### config.mk
export PLATFORM = sky130hd
export DESIGN_NAME = mips_multicycle_top
export DESIGN_NICKNAME = d
export VERILOG_FILES = /design/src/hdl/core_pkg.sv /design/src/hdl/isa_pkg.sv /design/src/hdl/stage_if.sv /design/src/hdl/mips_multicycle_top.sv /design/src/hdl/perf_counters.sv /design/src/hdl/datapath.sv /design/src/hdl/control_fsm.sv /design/src/hdl/reg_file.sv /design/src/hdl/alu.sv
export VERILOG_INCLUDE_DIRS = /design/src /design/src/hdl
export SDC_FILE = /design/constraint.sdc
export NUM_CORES = 2
export LEC_CHECK = 0
export BUFFER_PORTS_ARGS = -buffer_cell sky130_fd_sc_hd__buf_2
export CAP_MARGIN = 20
export CORE_MARGIN = 2
export CORE_UTILIZATION = 60
export CTS_BUF_LIST = sky130_fd_sc_hd__clkbuf_16
export CTS_CLUSTER_SIZE = 20
export DETAILED_ROUTE_END_ITERATION = 7
export GPL_ROUTABILITY_DRIVEN = 0
export PLACE_DENSITY = 0.81
export SYNTH_ARGS = -nofsm -noshare
export SYNTH_HDL_FRONTEND = slang
export SYNTH_SLANG_ARGS = --single-unit
### constraint.sdc
create_clock -name clk -period 10.07 [get_ports clk]
set_input_delay 1.007 -clock clk [delete_from_list [all_inputs] [get_ports clk]]
set_output_delay 1.007 -clock clk [all_outputs]
set_load 0.1 [all_outputs]
### src/hdl/cpu_consts.svh
`ifndef CPU_CONSTS_SVH
`define CPU_CONSTS_SVH

// data path and address width of the core
`define CPU_XLEN 32

// register specifier width in the instruction word
`define CPU_REG_ADDR_W 5

// address of the very first fetch out of reset
`define CPU_RESET_PC 32'h0000_0000

// architectural register count, r0 included
`define CPU_NREGS 32

`endif
### src/hdl/core_pkg.sv
package core_pkg;

	// one-hot core states, one bit per state
	typedef enum logic [8:0] {
		st_rst = 9'b000000001,
		st_if  = 9'b000000010,
		st_iw  = 9'b000000100,
		st_id  = 9'b000001000,
		st_ex  = 9'b000010000,
		st_ld  = 9'b000100000,
		st_st  = 9'b001000000,
		st_rdw = 9'b010000000,
		st_wb  = 9'b100000000
	} state_e;

	// what follows EX for the held instruction
	// branches, jumps and unknown opcodes all return to IF
	typedef enum logic [1:0] {
		cls_nop       = 2'd0,
		cls_writeback = 2'd1,
		cls_load      = 2'd2,
		cls_store     = 2'd3
	} inst_class_e;

endpackage

### src/hdl/isa_pkg.sv
package isa_pkg;

	// primary opcode field, bits 31:26
	typedef enum logic [5:0] {
		op_special = 6'b000000,
		op_j       = 6'b000010,
		op_beq     = 6'b000100,
		op_bne     = 6'b000101,
		op_addiu   = 6'b001001,
		op_lui     = 6'b001111,
		op_lw      = 6'b100011,
		op_sw      = 6'b101011
	} opcode_e;

	// function field of SPECIAL, bits 5:0
	typedef enum logic [5:0] {
		fn_addu = 6'b100001,
		fn_subu = 6'b100011,
		fn_and  = 6'b100100,
		fn_or   = 6'b100101,
		fn_xor  = 6'b100110,
		fn_slt  = 6'b101010
	} funct_e;

	// alu operation select
	typedef enum logic [2:0] {
		alu_and = 3'b000,
		alu_or  = 3'b001,
		alu_add = 3'b010,
		alu_xor = 3'b100,
		alu_sub = 3'b110,
		alu_slt = 3'b111
	} alu_op_e;

endpackage

### src/hdl/stage_if.sv
`timescale 1ns/1ps

interface stage_if import core_pkg::*; ();

	// current core state, owned by the fsm
	state_e state;
	// decoded class of the held instruction, valid from ID on
	inst_class_e inst_class;
	// held instruction word is all zero, ID skips EX for it
	logic inst_zero;
	// branch condition met, only meaningful in EX
	logic branch_taken;

	modport fsm (output state, input inst_class, input inst_zero);

	modport dp (input state, output inst_class, output inst_zero, output branch_taken);

	// read-only view for status logic
	modport monitor (input state, input branch_taken);

endinterface

### src/hdl/mips_multicycle_top.sv
`timescale 1ns/1ps

`include "cpu_consts.svh"

module mips_multicycle_top (
	input  logic                 clk,
	input  logic                 rst,

	// instruction request
	output logic [`CPU_XLEN-1:0] pc,
	output logic                 inst_req_valid,
	input  logic                 inst_req_ready,

	// instruction response
	input  logic [`CPU_XLEN-1:0] instruction,
	input  logic                 inst_valid,
	output logic                 inst_ready,

	// memory request
	output logic [`CPU_XLEN-1:0] address,
	output logic                 mem_write,
	output logic [`CPU_XLEN-1:0] write_data,
	output logic                 mem_read,
	input  logic                 mem_req_ready,

	// read data response
	input  logic [`CPU_XLEN-1:0] read_data,
	input  logic                 read_data_valid,
	output logic                 read_data_ready,

	// status counters
	output logic [`CPU_XLEN-1:0] cycle_count,
	output logic [`CPU_XLEN-1:0] inst_count,
	output logic [`CPU_XLEN-1:0] mem_wait_count,
	output logic [`CPU_XLEN-1:0] branch_taken_count
);

	// state and decode shared by fsm, datapath and counters
	stage_if stage_bus ();

	control_fsm u_control_fsm (
		.clk(clk),
		.rst(rst),
		.ctrl(stage_bus),
		.inst_req_ready(inst_req_ready),
		.inst_valid(inst_valid),
		.mem_req_ready(mem_req_ready),
		.read_data_valid(read_data_valid),
		.inst_req_valid(inst_req_valid),
		.inst_ready(inst_ready),
		.mem_read(mem_read),
		.mem_write(mem_write),
		.read_data_ready(read_data_ready)
	);

	datapath u_datapath (
		.clk(clk),
		.rst(rst),
		.ctrl(stage_bus),
		.instruction(instruction),
		.inst_valid(inst_valid),
		.read_data(read_data),
		.read_data_valid(read_data_valid),
		.pc(pc),
		.address(address),
		.write_data(write_data)
	);

	perf_counters u_perf_counters (
		.clk(clk),
		.rst(rst),
		.mon(stage_bus),
		.mem_req_ready(mem_req_ready),
		.read_data_valid(read_data_valid),
		.cycle_count(cycle_count),
		.inst_count(inst_count),
		.mem_wait_count(mem_wait_count),
		.branch_taken_count(branch_taken_count)
	);

endmodule

### src/hdl/perf_counters.sv
`timescale 1ns/1ps

`include "cpu_consts.svh"

module perf_counters import core_pkg::*; (
	input  logic                 clk,
	input  logic                 rst,
	stage_if.monitor             mon,
	input  logic                 mem_req_ready,
	input  logic                 read_data_valid,
	output logic [`CPU_XLEN-1:0] cycle_count,
	output logic [`CPU_XLEN-1:0] inst_count,
	output logic [`CPU_XLEN-1:0] mem_wait_count,
	output logic [`CPU_XLEN-1:0] branch_taken_count
);

	localparam int NUM_CNT = 4;

	logic [NUM_CNT-1:0]   evt;
	logic [`CPU_XLEN-1:0] cnt [NUM_CNT];

	// event per counter, sampled on the edge that ends the cycle
	assign evt[0] = 1'b1;
	assign evt[1] = (mon.state == st_if);
	// stalled memory request or read data not back yet
	assign evt[2] = (((mon.state == st_ld) || (mon.state == st_st)) && !mem_req_ready) ||
		((mon.state == st_rdw) && !read_data_valid);
	assign evt[3] = (mon.state == st_ex) && mon.branch_taken;

	always_ff @(posedge clk) begin
		for (int i = 0; i < NUM_CNT; i++) begin
			if (rst) begin
				cnt[i] <= '0;
			end else if (evt[i]) begin
				cnt[i] <= cnt[i] + 1'b1;
			end
		end
	end

	assign cycle_count = cnt[0];
	assign inst_count = cnt[1];
	assign mem_wait_count = cnt[2];
	assign branch_taken_count = cnt[3];

endmodule

### src/hdl/datapath.sv
`timescale 1ns/1ps

`include "cpu_consts.svh"

module datapath import isa_pkg::*; import core_pkg::*; (
	input  logic                 clk,
	input  logic                 rst,
	stage_if.dp                  ctrl,
	input  logic [`CPU_XLEN-1:0] instruction,
	input  logic                 inst_valid,
	input  logic [`CPU_XLEN-1:0] read_data,
	input  logic                 read_data_valid,
	output logic [`CPU_XLEN-1:0] pc,
	output logic [`CPU_XLEN-1:0] address,
	output logic [`CPU_XLEN-1:0] write_data
);

	logic [`CPU_XLEN-1:0] instr_q;
	logic [`CPU_XLEN-1:0] rdata_q;
	logic [`CPU_XLEN-1:0] op_a_q;
	logic [`CPU_XLEN-1:0] op_b_q;
	logic [`CPU_XLEN-1:0] alu_res_q;
	alu_op_e              alu_op_q;

	opcode_e                    opcode;
	funct_e                     funct;
	logic [`CPU_REG_ADDR_W-1:0] rs;
	logic [`CPU_REG_ADDR_W-1:0] rt;
	logic [`CPU_REG_ADDR_W-1:0] rd;
	logic [15:0]                imm;
	logic [25:0]                index;
	logic [`CPU_XLEN-1:0]       sign_ext;

	// decode results
	inst_class_e cls;
	alu_op_e     alu_op;
	logic        use_imm;
	logic        rd_dest;
	logic        is_lui;
	logic        is_jump;

	logic [`CPU_XLEN-1:0] alu_a;
	logic [`CPU_XLEN-1:0] alu_b;
	alu_op_e              alu_sel;
	logic [`CPU_XLEN-1:0] alu_y;
	logic                 alu_zero;

	logic [`CPU_XLEN-1:0] rdata1;
	logic [`CPU_XLEN-1:0] rdata2;
	logic                 rf_wen;
	logic [`CPU_REG_ADDR_W-1:0] rf_waddr;
	logic [`CPU_XLEN-1:0] rf_wdata;

	logic fetch_done;
	logic read_done;
	logic [`CPU_XLEN-1:0] br_target;
	logic [`CPU_XLEN-1:0] j_target;

	// transfers on the response channels
	assign fetch_done = (ctrl.state == st_iw) && inst_valid;
	assign read_done = (ctrl.state == st_rdw) && read_data_valid;

	always_ff @(posedge clk) begin
		if (fetch_done) begin
			instr_q <= instruction;
		end
		if (read_done) begin
			rdata_q <= read_data;
		end
	end

	// instruction fields
	assign opcode = opcode_e'(instr_q[31:26]);
	assign funct = funct_e'(instr_q[5:0]);
	assign rs = instr_q[25:21];
	assign rt = instr_q[20:16];
	assign rd = instr_q[15:11];
	assign imm = instr_q[15:0];
	assign index = instr_q[25:0];
	assign sign_ext = {{(`CPU_XLEN-16){imm[15]}}, imm};

	always_comb begin
		cls = cls_nop;
		alu_op = alu_add;
		use_imm = 1'b0;
		rd_dest = 1'b0;
		is_lui = 1'b0;
		case (opcode)
			op_special: begin
				rd_dest = 1'b1;
				cls = cls_writeback;
				case (funct)
					fn_addu: alu_op = alu_add;
					fn_subu: alu_op = alu_sub;
					fn_and:  alu_op = alu_and;
					fn_or:   alu_op = alu_or;
					fn_xor:  alu_op = alu_xor;
					fn_slt:  alu_op = alu_slt;
					// unknown funct falls through EX like a nop
					default: cls = cls_nop;
				endcase
			end
			op_addiu: begin
				cls = cls_writeback;
				use_imm = 1'b1;
			end
			op_lui: begin
				cls = cls_writeback;
				is_lui = 1'b1;
			end
			// base plus offset for both memory ops
			op_lw: begin
				cls = cls_load;
				use_imm = 1'b1;
			end
			op_sw: begin
				cls = cls_store;
				use_imm = 1'b1;
			end
			// compare rs against rt through the zero flag
			op_beq, op_bne: alu_op = alu_sub;
			default: ;
		endcase
	end

	assign is_jump = (opcode == op_j);
	assign ctrl.inst_class = cls;
	assign ctrl.inst_zero = ~|instr_q;

	// operands latched in ID so EX sees a stable alu input
	always_ff @(posedge clk) begin
		if (ctrl.state == st_id) begin
			alu_op_q <= alu_op;
			op_a_q <= rdata1;
			op_b_q <= use_imm ? sign_ext : rdata2;
		end
		if (ctrl.state == st_ex) begin
			alu_res_q <= alu_y;
		end
	end

	// shared alu works out pc+4 while waiting for the instruction
	assign alu_a = (ctrl.state == st_iw) ? pc : op_a_q;
	assign alu_b = (ctrl.state == st_iw) ? `CPU_XLEN'(4) : op_b_q;
	assign alu_sel = (ctrl.state == st_iw) ? alu_add : alu_op_q;

	alu u_alu (
		.a(alu_a),
		.b(alu_b),
		.op(alu_sel),
		.result(alu_y),
		.zero(alu_zero)
	);

	assign ctrl.branch_taken = ((opcode == op_beq) && alu_zero) ||
		((opcode == op_bne) && !alu_zero);

	// pc already holds pc+4 once EX is reached
	assign br_target = pc + {sign_ext[`CPU_XLEN-3:0], 2'b00};
	assign j_target = {pc[`CPU_XLEN-1:`CPU_XLEN-4], index, 2'b00};

	always_ff @(posedge clk) begin
		if (rst) begin
			pc <= `CPU_RESET_PC;
		end else if (fetch_done) begin
			pc <= alu_y;
		end else if (ctrl.state == st_ex) begin
			if (ctrl.branch_taken) begin
				pc <= br_target;
			end else if (is_jump) begin
				pc <= j_target;
			end
		end
	end

	// word aligned memory request, full-word stores only
	assign address = {alu_res_q[`CPU_XLEN-1:2], 2'b00};
	assign write_data = rdata2;

	assign rf_wen = (ctrl.state == st_wb) && ((cls == cls_writeback) || (cls == cls_load));
	assign rf_waddr = rd_dest ? rd : rt;
	assign rf_wdata = (cls == cls_load) ? rdata_q :
		is_lui ? {imm, {(`CPU_XLEN-16){1'b0}}} : alu_res_q;

	reg_file u_reg_file (
		.clk(clk),
		.raddr1(rs),
		.raddr2(rt),
		.waddr(rf_waddr),
		.wdata(rf_wdata),
		.wen(rf_wen),
		.rdata1(rdata1),
		.rdata2(rdata2)
	);

endmodule

### src/hdl/control_fsm.sv
`timescale 1ns/1ps

module control_fsm import core_pkg::*; (
	input  logic clk,
	input  logic rst,
	stage_if.fsm ctrl,
	input  logic inst_req_ready,
	input  logic inst_valid,
	input  logic mem_req_ready,
	input  logic read_data_valid,
	output logic inst_req_valid,
	output logic inst_ready,
	output logic mem_read,
	output logic mem_write,
	output logic read_data_ready
);

	state_e state_q;
	state_e state_d;

	always_ff @(posedge clk) begin
		if (rst) begin
			state_q <= st_rst;
		end else begin
			state_q <= state_d;
		end
	end

	// next state, every wait state simply holds
	always_comb begin
		state_d = state_q;
		case (state_q)
			st_rst: state_d = st_if;
			st_if:  if (inst_req_ready) state_d = st_iw;
			st_iw:  if (inst_valid) state_d = st_id;
			// all-zero word is a nop and never reaches EX
			st_id:  state_d = ctrl.inst_zero ? st_if : st_ex;
			st_ex: begin
				case (ctrl.inst_class)
					cls_writeback: state_d = st_wb;
					cls_load:      state_d = st_ld;
					cls_store:     state_d = st_st;
					default:       state_d = st_if;
				endcase
			end
			st_ld:  if (mem_req_ready) state_d = st_rdw;
			st_st:  if (mem_req_ready) state_d = st_if;
			st_rdw: if (read_data_valid) state_d = st_wb;
			st_wb:  state_d = st_if;
			default: state_d = st_rst;
		endcase
	end

	assign ctrl.state = state_q;

	// handshake outputs come straight from the state
	assign inst_req_valid = (state_q == st_if);
	assign mem_read = (state_q == st_ld);
	assign mem_write = (state_q == st_st);
	// RST also accepts responses so stale ones get drained
	assign inst_ready = (state_q == st_rst) || (state_q == st_iw);
	assign read_data_ready = (state_q == st_rst) || (state_q == st_rdw);

endmodule

### src/hdl/reg_file.sv
`timescale 1ns/1ps

`include "cpu_consts.svh"

module reg_file (
	input  logic                       clk,
	input  logic [`CPU_REG_ADDR_W-1:0] raddr1,
	input  logic [`CPU_REG_ADDR_W-1:0] raddr2,
	input  logic [`CPU_REG_ADDR_W-1:0] waddr,
	input  logic [`CPU_XLEN-1:0]       wdata,
	input  logic                       wen,
	output logic [`CPU_XLEN-1:0]       rdata1,
	output logic [`CPU_XLEN-1:0]       rdata2
);

	logic [`CPU_XLEN-1:0] regs [`CPU_NREGS];

	always_ff @(posedge clk) begin
		if (wen) begin
			regs[waddr] <= wdata;
		end
	end

	// r0 is hardwired, whatever was written there
	assign rdata1 = (raddr1 == '0) ? '0 : regs[raddr1];
	assign rdata2 = (raddr2 == '0) ? '0 : regs[raddr2];

endmodule

### src/hdl/alu.sv
`timescale 1ns/1ps

`include "cpu_consts.svh"

module alu import isa_pkg::*; (
	input  logic [`CPU_XLEN-1:0] a,
	input  logic [`CPU_XLEN-1:0] b,
	input  alu_op_e              op,
	output logic [`CPU_XLEN-1:0] result,
	output logic                 zero
);

	logic [`CPU_XLEN-1:0] diff;
	logic                 less;

	assign diff = a - b;

	// signed compare
	// differing signs decide directly, else the difference sign cannot overflow
	assign less = (a[`CPU_XLEN-1] != b[`CPU_XLEN-1]) ? a[`CPU_XLEN-1] : diff[`CPU_XLEN-1];

	always_comb begin
		case (op)
			alu_add: result = a + b;
			alu_sub: result = diff;
			alu_and: result = a & b;
			alu_or:  result = a | b;
			alu_xor: result = a ^ b;
			alu_slt: result = {{(`CPU_XLEN-1){1'b0}}, less};
			default: result = '0;
		endcase
	end

	// used by beq and bne
	assign zero = ~|result;

endmodule

==> impl_metrics.toml <==
[run_status]
run_status = "finished with violations"
violated_checks = "DRC"

[clocking]
clock_path_buffers = 3
worst_skew_pair.late_latency_ns = 0.79
cts.hold.buffers_added = 0
tritoncts = "done"
postCtsSetupBuffers = 0
cts.repair.resized = 0
h_tree_level_count = 4
cts_root_buf = "sky130_fd_sc_hd__clkbuf_16"
clk_pin_slew_ns = 0.06
clock_sink_count = 1361
tritoncts.num_buffers = 136

[layout]
fill_cells = 7134
synthToLayoutAreaGrowth_pct = 11.4
area_taken_by_multi_input_logic_gates_um2 = 28000
final_layout_size_suffix_gt1_share_pct = 28.8
layout_common_cells = "sky130_fd_sc_hd__edfxtp_1, sky130_fd_sc_hd__mux4_2, sky130_fd_sc_hd__nand2_1"
layout_commonest_cell = "sky130_fd_sc_hd__edfxtp_1"
layout.core_utilization_pct = 67.6
final_area_um2 = 77600
layout.area.seq_um2 = 40100
num-nets-final = 4991

[route]
route.vias.total = 48700
route.detailed.drc = 38
avgRoutedWirePerCell_um = 36.0
number_of_routed_nets_with_antenna_violations = 0
detail_routed_via_count_per_cell = 7.61
dr.first_iter.drc_count = 8970
route.final.wire_length_mm = 231
drtPass1Iterations = 8

[synthesis]
ys.warnings.count = 0
postSynth.asyncResetShare_pct = 0
synth.lib_cells_used.distinct = 93
syn_inst_count = 4530
ys_dominant_reg_cell = "sky130_fd_sc_hd__edfxtp_1"
synth-seq-cells = 1361
synth.avg_cell_area_um2 = 15.4
synth_area_um2 = 69600
yosysSeqAreaShare_pct = 57.6
synth_enable_flop_cells = 1283

[timing]
period_minus_slack_ns = 9.25
timing.final.hold_violations = 0
max-slew-margin-rel_pct = 25.0
setup_violations = 0
min_period_over_period_pct = 91.9
max_freq_mhz = 108
final_max_slew_viol_count = 0
clock-skew-final_ns = 0.0420
timing.setup.tns_ns = 0
tightestPinTransition_ns = 1.12
worst_hold_slack_ns = 0.406
rsz_0062_raised_after_global_routing = "no"

[setup_path]
timing_worst_setup_path_type = "flip-flop to flip-flop"
worst_path_largest_cell_delay_ns = 0.84
timing.critical_path.fanout_max = 58
worst-endpoint-arrival_ns = 9.86
start_kind = "flip-flop"
critPathSlowestCell = "sky130_fd_sc_hd__nor4_1"
cp_data_required_time_ns = 10.68
critPathCaptureType = "flip-flop"

[power_and_ir_drop]
pwr-share-clk_pct = 41.1
swShare_pct = 24.6
power_share_of_the_sequential_group_pct = 51.5
power_density_nw_per_um2 = 155
vdd_drop_max_mv = 0.159
static-leakage-power_uw = 0.0266
power.combinational.fraction_pct = 7.4
p_switching_uw = 2960
internal_power_uw = 9090

[global_routing]
first_global_vias = 47100
grt_util_met1_pct = 47.5
grt_pass1_wl_mm = 327
most_crowded_layer_after_global_routing = "met2"
maximum_number_of_pins_on_one_net_before_global_route_repair = 140
grt_antenna_before_repair = 12
globalRouteMet3Util_pct = 13.1
met2_global_route_usage_pct = 58.9
overflow = 0
grt.total_usage_pct = 38.7

[place]
total_cell_area_at_the_placement_stage_um2 = 73000
dp_hpwl_mm = 133
count_of_port_buffers_added_during_placement = 296

[floorplan]
core_um2 = 115000
floorplan.io_pins = 299
placement_row_count = 124
die_area_um2 = 119000
initial_core_util_pct = 60.7
floorplan.die.width_um = 345
die_height_um = 345

[run]
max-cap-violations = 0

[hold_path]
hold_path.class = "input port to flip-flop"
## metal layers
metal | up-vias | wire (µm)
li1 | 18600 | -
met1 | 23900 | 70600
met2 | 5060 | 105000
met3 | 1190 | 36200
met4 | 16 | 18700
met5 | - | 101
## layout make-up
| cell class | count | share of cell area, % |
|---|---|---|
| Sequential cell | 1361 | 51.7 |
| Antenna cell | 7 | 0.0226 |
| Clock buffer | 138 | 4.45 |
| Timing Repair Buffer | 418 | 3.44 |
| Tap cell | 1512 | 2.44 |
| Inverter | 160 | 0.774 |
| Multi-Input combinational cell | 2701 | 36.1 |
| Clock inverter | 107 | 1.04 |
## kinds of logic (layout without fill, tap and decap cells)
family | Yosys count | in the layout | share of synthesized area [%]
muxes | 757 | 757 | 22.5
AOI/OAI and AO/OA | 598 | 598 | 5.73
DFF | 1361 | 1361 | 57.6
xor gates and xnor gates | 137 | 137 | 1.72
and+or+nand+nor | 1064 | 1064 | 7.09
adders and majority gates | 143 | 143 | 2.61
buffers and inverters | 469 | 823 | 2.76
other | 1 | 9 | 0.00539
## sequential cells by signal, summed over array words and instances, names as in the netlist, named ones only
register and count:
u_datapath.u_reg_file.regs 1024, u_perf_counters.cnt 128, u_datapath.alu_res_q 32, u_datapath.instr_q 32, u_datapath.op_a_q 32, u_datapath.op_b_q 32
u_datapath.pc 32, u_datapath.rdata_q 32, u_control_fsm.ctrl.state 9, u_datapath.alu_op_q 3
## final timing paths
kind	start	end	slack [ns]	cells past startpoint
setup reg to reg	u_control_fsm.ctrl.state[1]	u_perf_counters.cnt[3][22]	0.82	30
setup / recovery	u_control_fsm.ctrl.state[1]	u_perf_counters.cnt[3][22]	0.82	30
hold / removal	instruction[1]	u_datapath.instr_q[1]	0.41	1
hold reg to reg	u_perf_counters.cnt[0][0]	u_perf_counters.cnt[0][0]	0.49	1
## critical path: cells and delay by family, from the launching register on
kind | cells | cell delay [ns]
AO/OA/AOI/OAI | 12 | 3.12
AND/OR/NAND/NOR | 15 | 4.38
buffers and inverters | 1 | 0.51
adder cells (fa/ha/maj) | 2 | 0.63
flip-flops | 1 | 0.36
## power groups by stage
stage	Combinational, µW	Clock [µW]	Sequential, µW
3_5_place_dp	866	0	6320
3_3_place_gp	854	0	6320
4_1_cts	875	4950	6200
2_1_floorplan	489	0	6490
5_1_grt	927	5140	6210
6_report	898	4950	6200
## through the flow
stage | worst slack [ns] | power (µW) | std cells
after floorplan | 2.84 | 6980 | 4531
after global placement | 1.49 | 7180 | 6129
after detailed placement | 1.11 | 7190 | 6136
after CTS | 1.11 | 12000 | 6381
after global routing | 0.156 | 12300 | 6400
final | 0.820 | 12100 | 6404
## cells in the mapped netlist (12+ instances only)
cell type / count / area share (%)
sky130_fd_sc_hd__nand2b_1: 44 / 0.40
sky130_fd_sc_hd__ha_1: 139 / 2.5
sky130_fd_sc_hd__buf_2: 12 / 0.086
sky130_fd_sc_hd__dfxtp_1: 78 / 2.2
sky130_fd_sc_hd__o21bai_1: 16 / 0.17
sky130_fd_sc_hd__o31ai_1: 24 / 0.26
sky130_fd_sc_hd__buf_4: 32 / 0.35
sky130_fd_sc_hd__a21o_1: 22 / 0.24
sky130_fd_sc_hd__o211ai_1: 28 / 0.30
sky130_fd_sc_hd__or3_1: 34 / 0.31
sky130_fd_sc_hd__edfxtp_1: 1283 / 55
sky130_fd_sc_hd__a31oi_1: 23 / 0.21
sky130_fd_sc_hd__o21ai_0: 136 / 0.98
sky130_fd_sc_hd__nand3_1: 81 / 0.58
sky130_fd_sc_hd__nor4_1: 17 / 0.15
sky130_fd_sc_hd__xor2_1: 74 / 0.93
sky130_fd_sc_hd__or2_2: 12 / 0.11
sky130_fd_sc_hd__mux2i_1: 76 / 1.1
sky130_fd_sc_hd__clkbuf_1: 199 / 1.1
sky130_fd_sc_hd__o21a_1: 15 / 0.16
sky130_fd_sc_hd__nor3_1: 40 / 0.29
sky130_fd_sc_hd__and4_1: 13 / 0.16
sky130_fd_sc_hd__nand2_1: 326 / 1.8
sky130_fd_sc_hd__nor2_1: 346 / 1.9
sky130_fd_sc_hd__and2_1: 12 / 0.11
sky130_fd_sc_hd__mux2_2: 38 / 0.61
sky130_fd_sc_hd__a21oi_1: 159 / 1.1
sky130_fd_sc_hd__nand4_1: 38 / 0.34
sky130_fd_sc_hd__xnor2_1: 63 / 0.79
sky130_fd_sc_hd__inv_1: 158 / 0.85
sky130_fd_sc_hd__mux4_2: 640 / 21
sky130_fd_sc_hd__and3_1: 37 / 0.33
sky130_fd_sc_hd__buf_1: 63 / 0.34
sky130_fd_sc_hd__nor2b_1: 26 / 0.23
sky130_fd_sc_hd__a211oi_1: 16 / 0.17
sky130_fd_sc_hd__o221ai_1: 22 / 0.28
No activity file was read; power rests on OpenSTA's default activity.
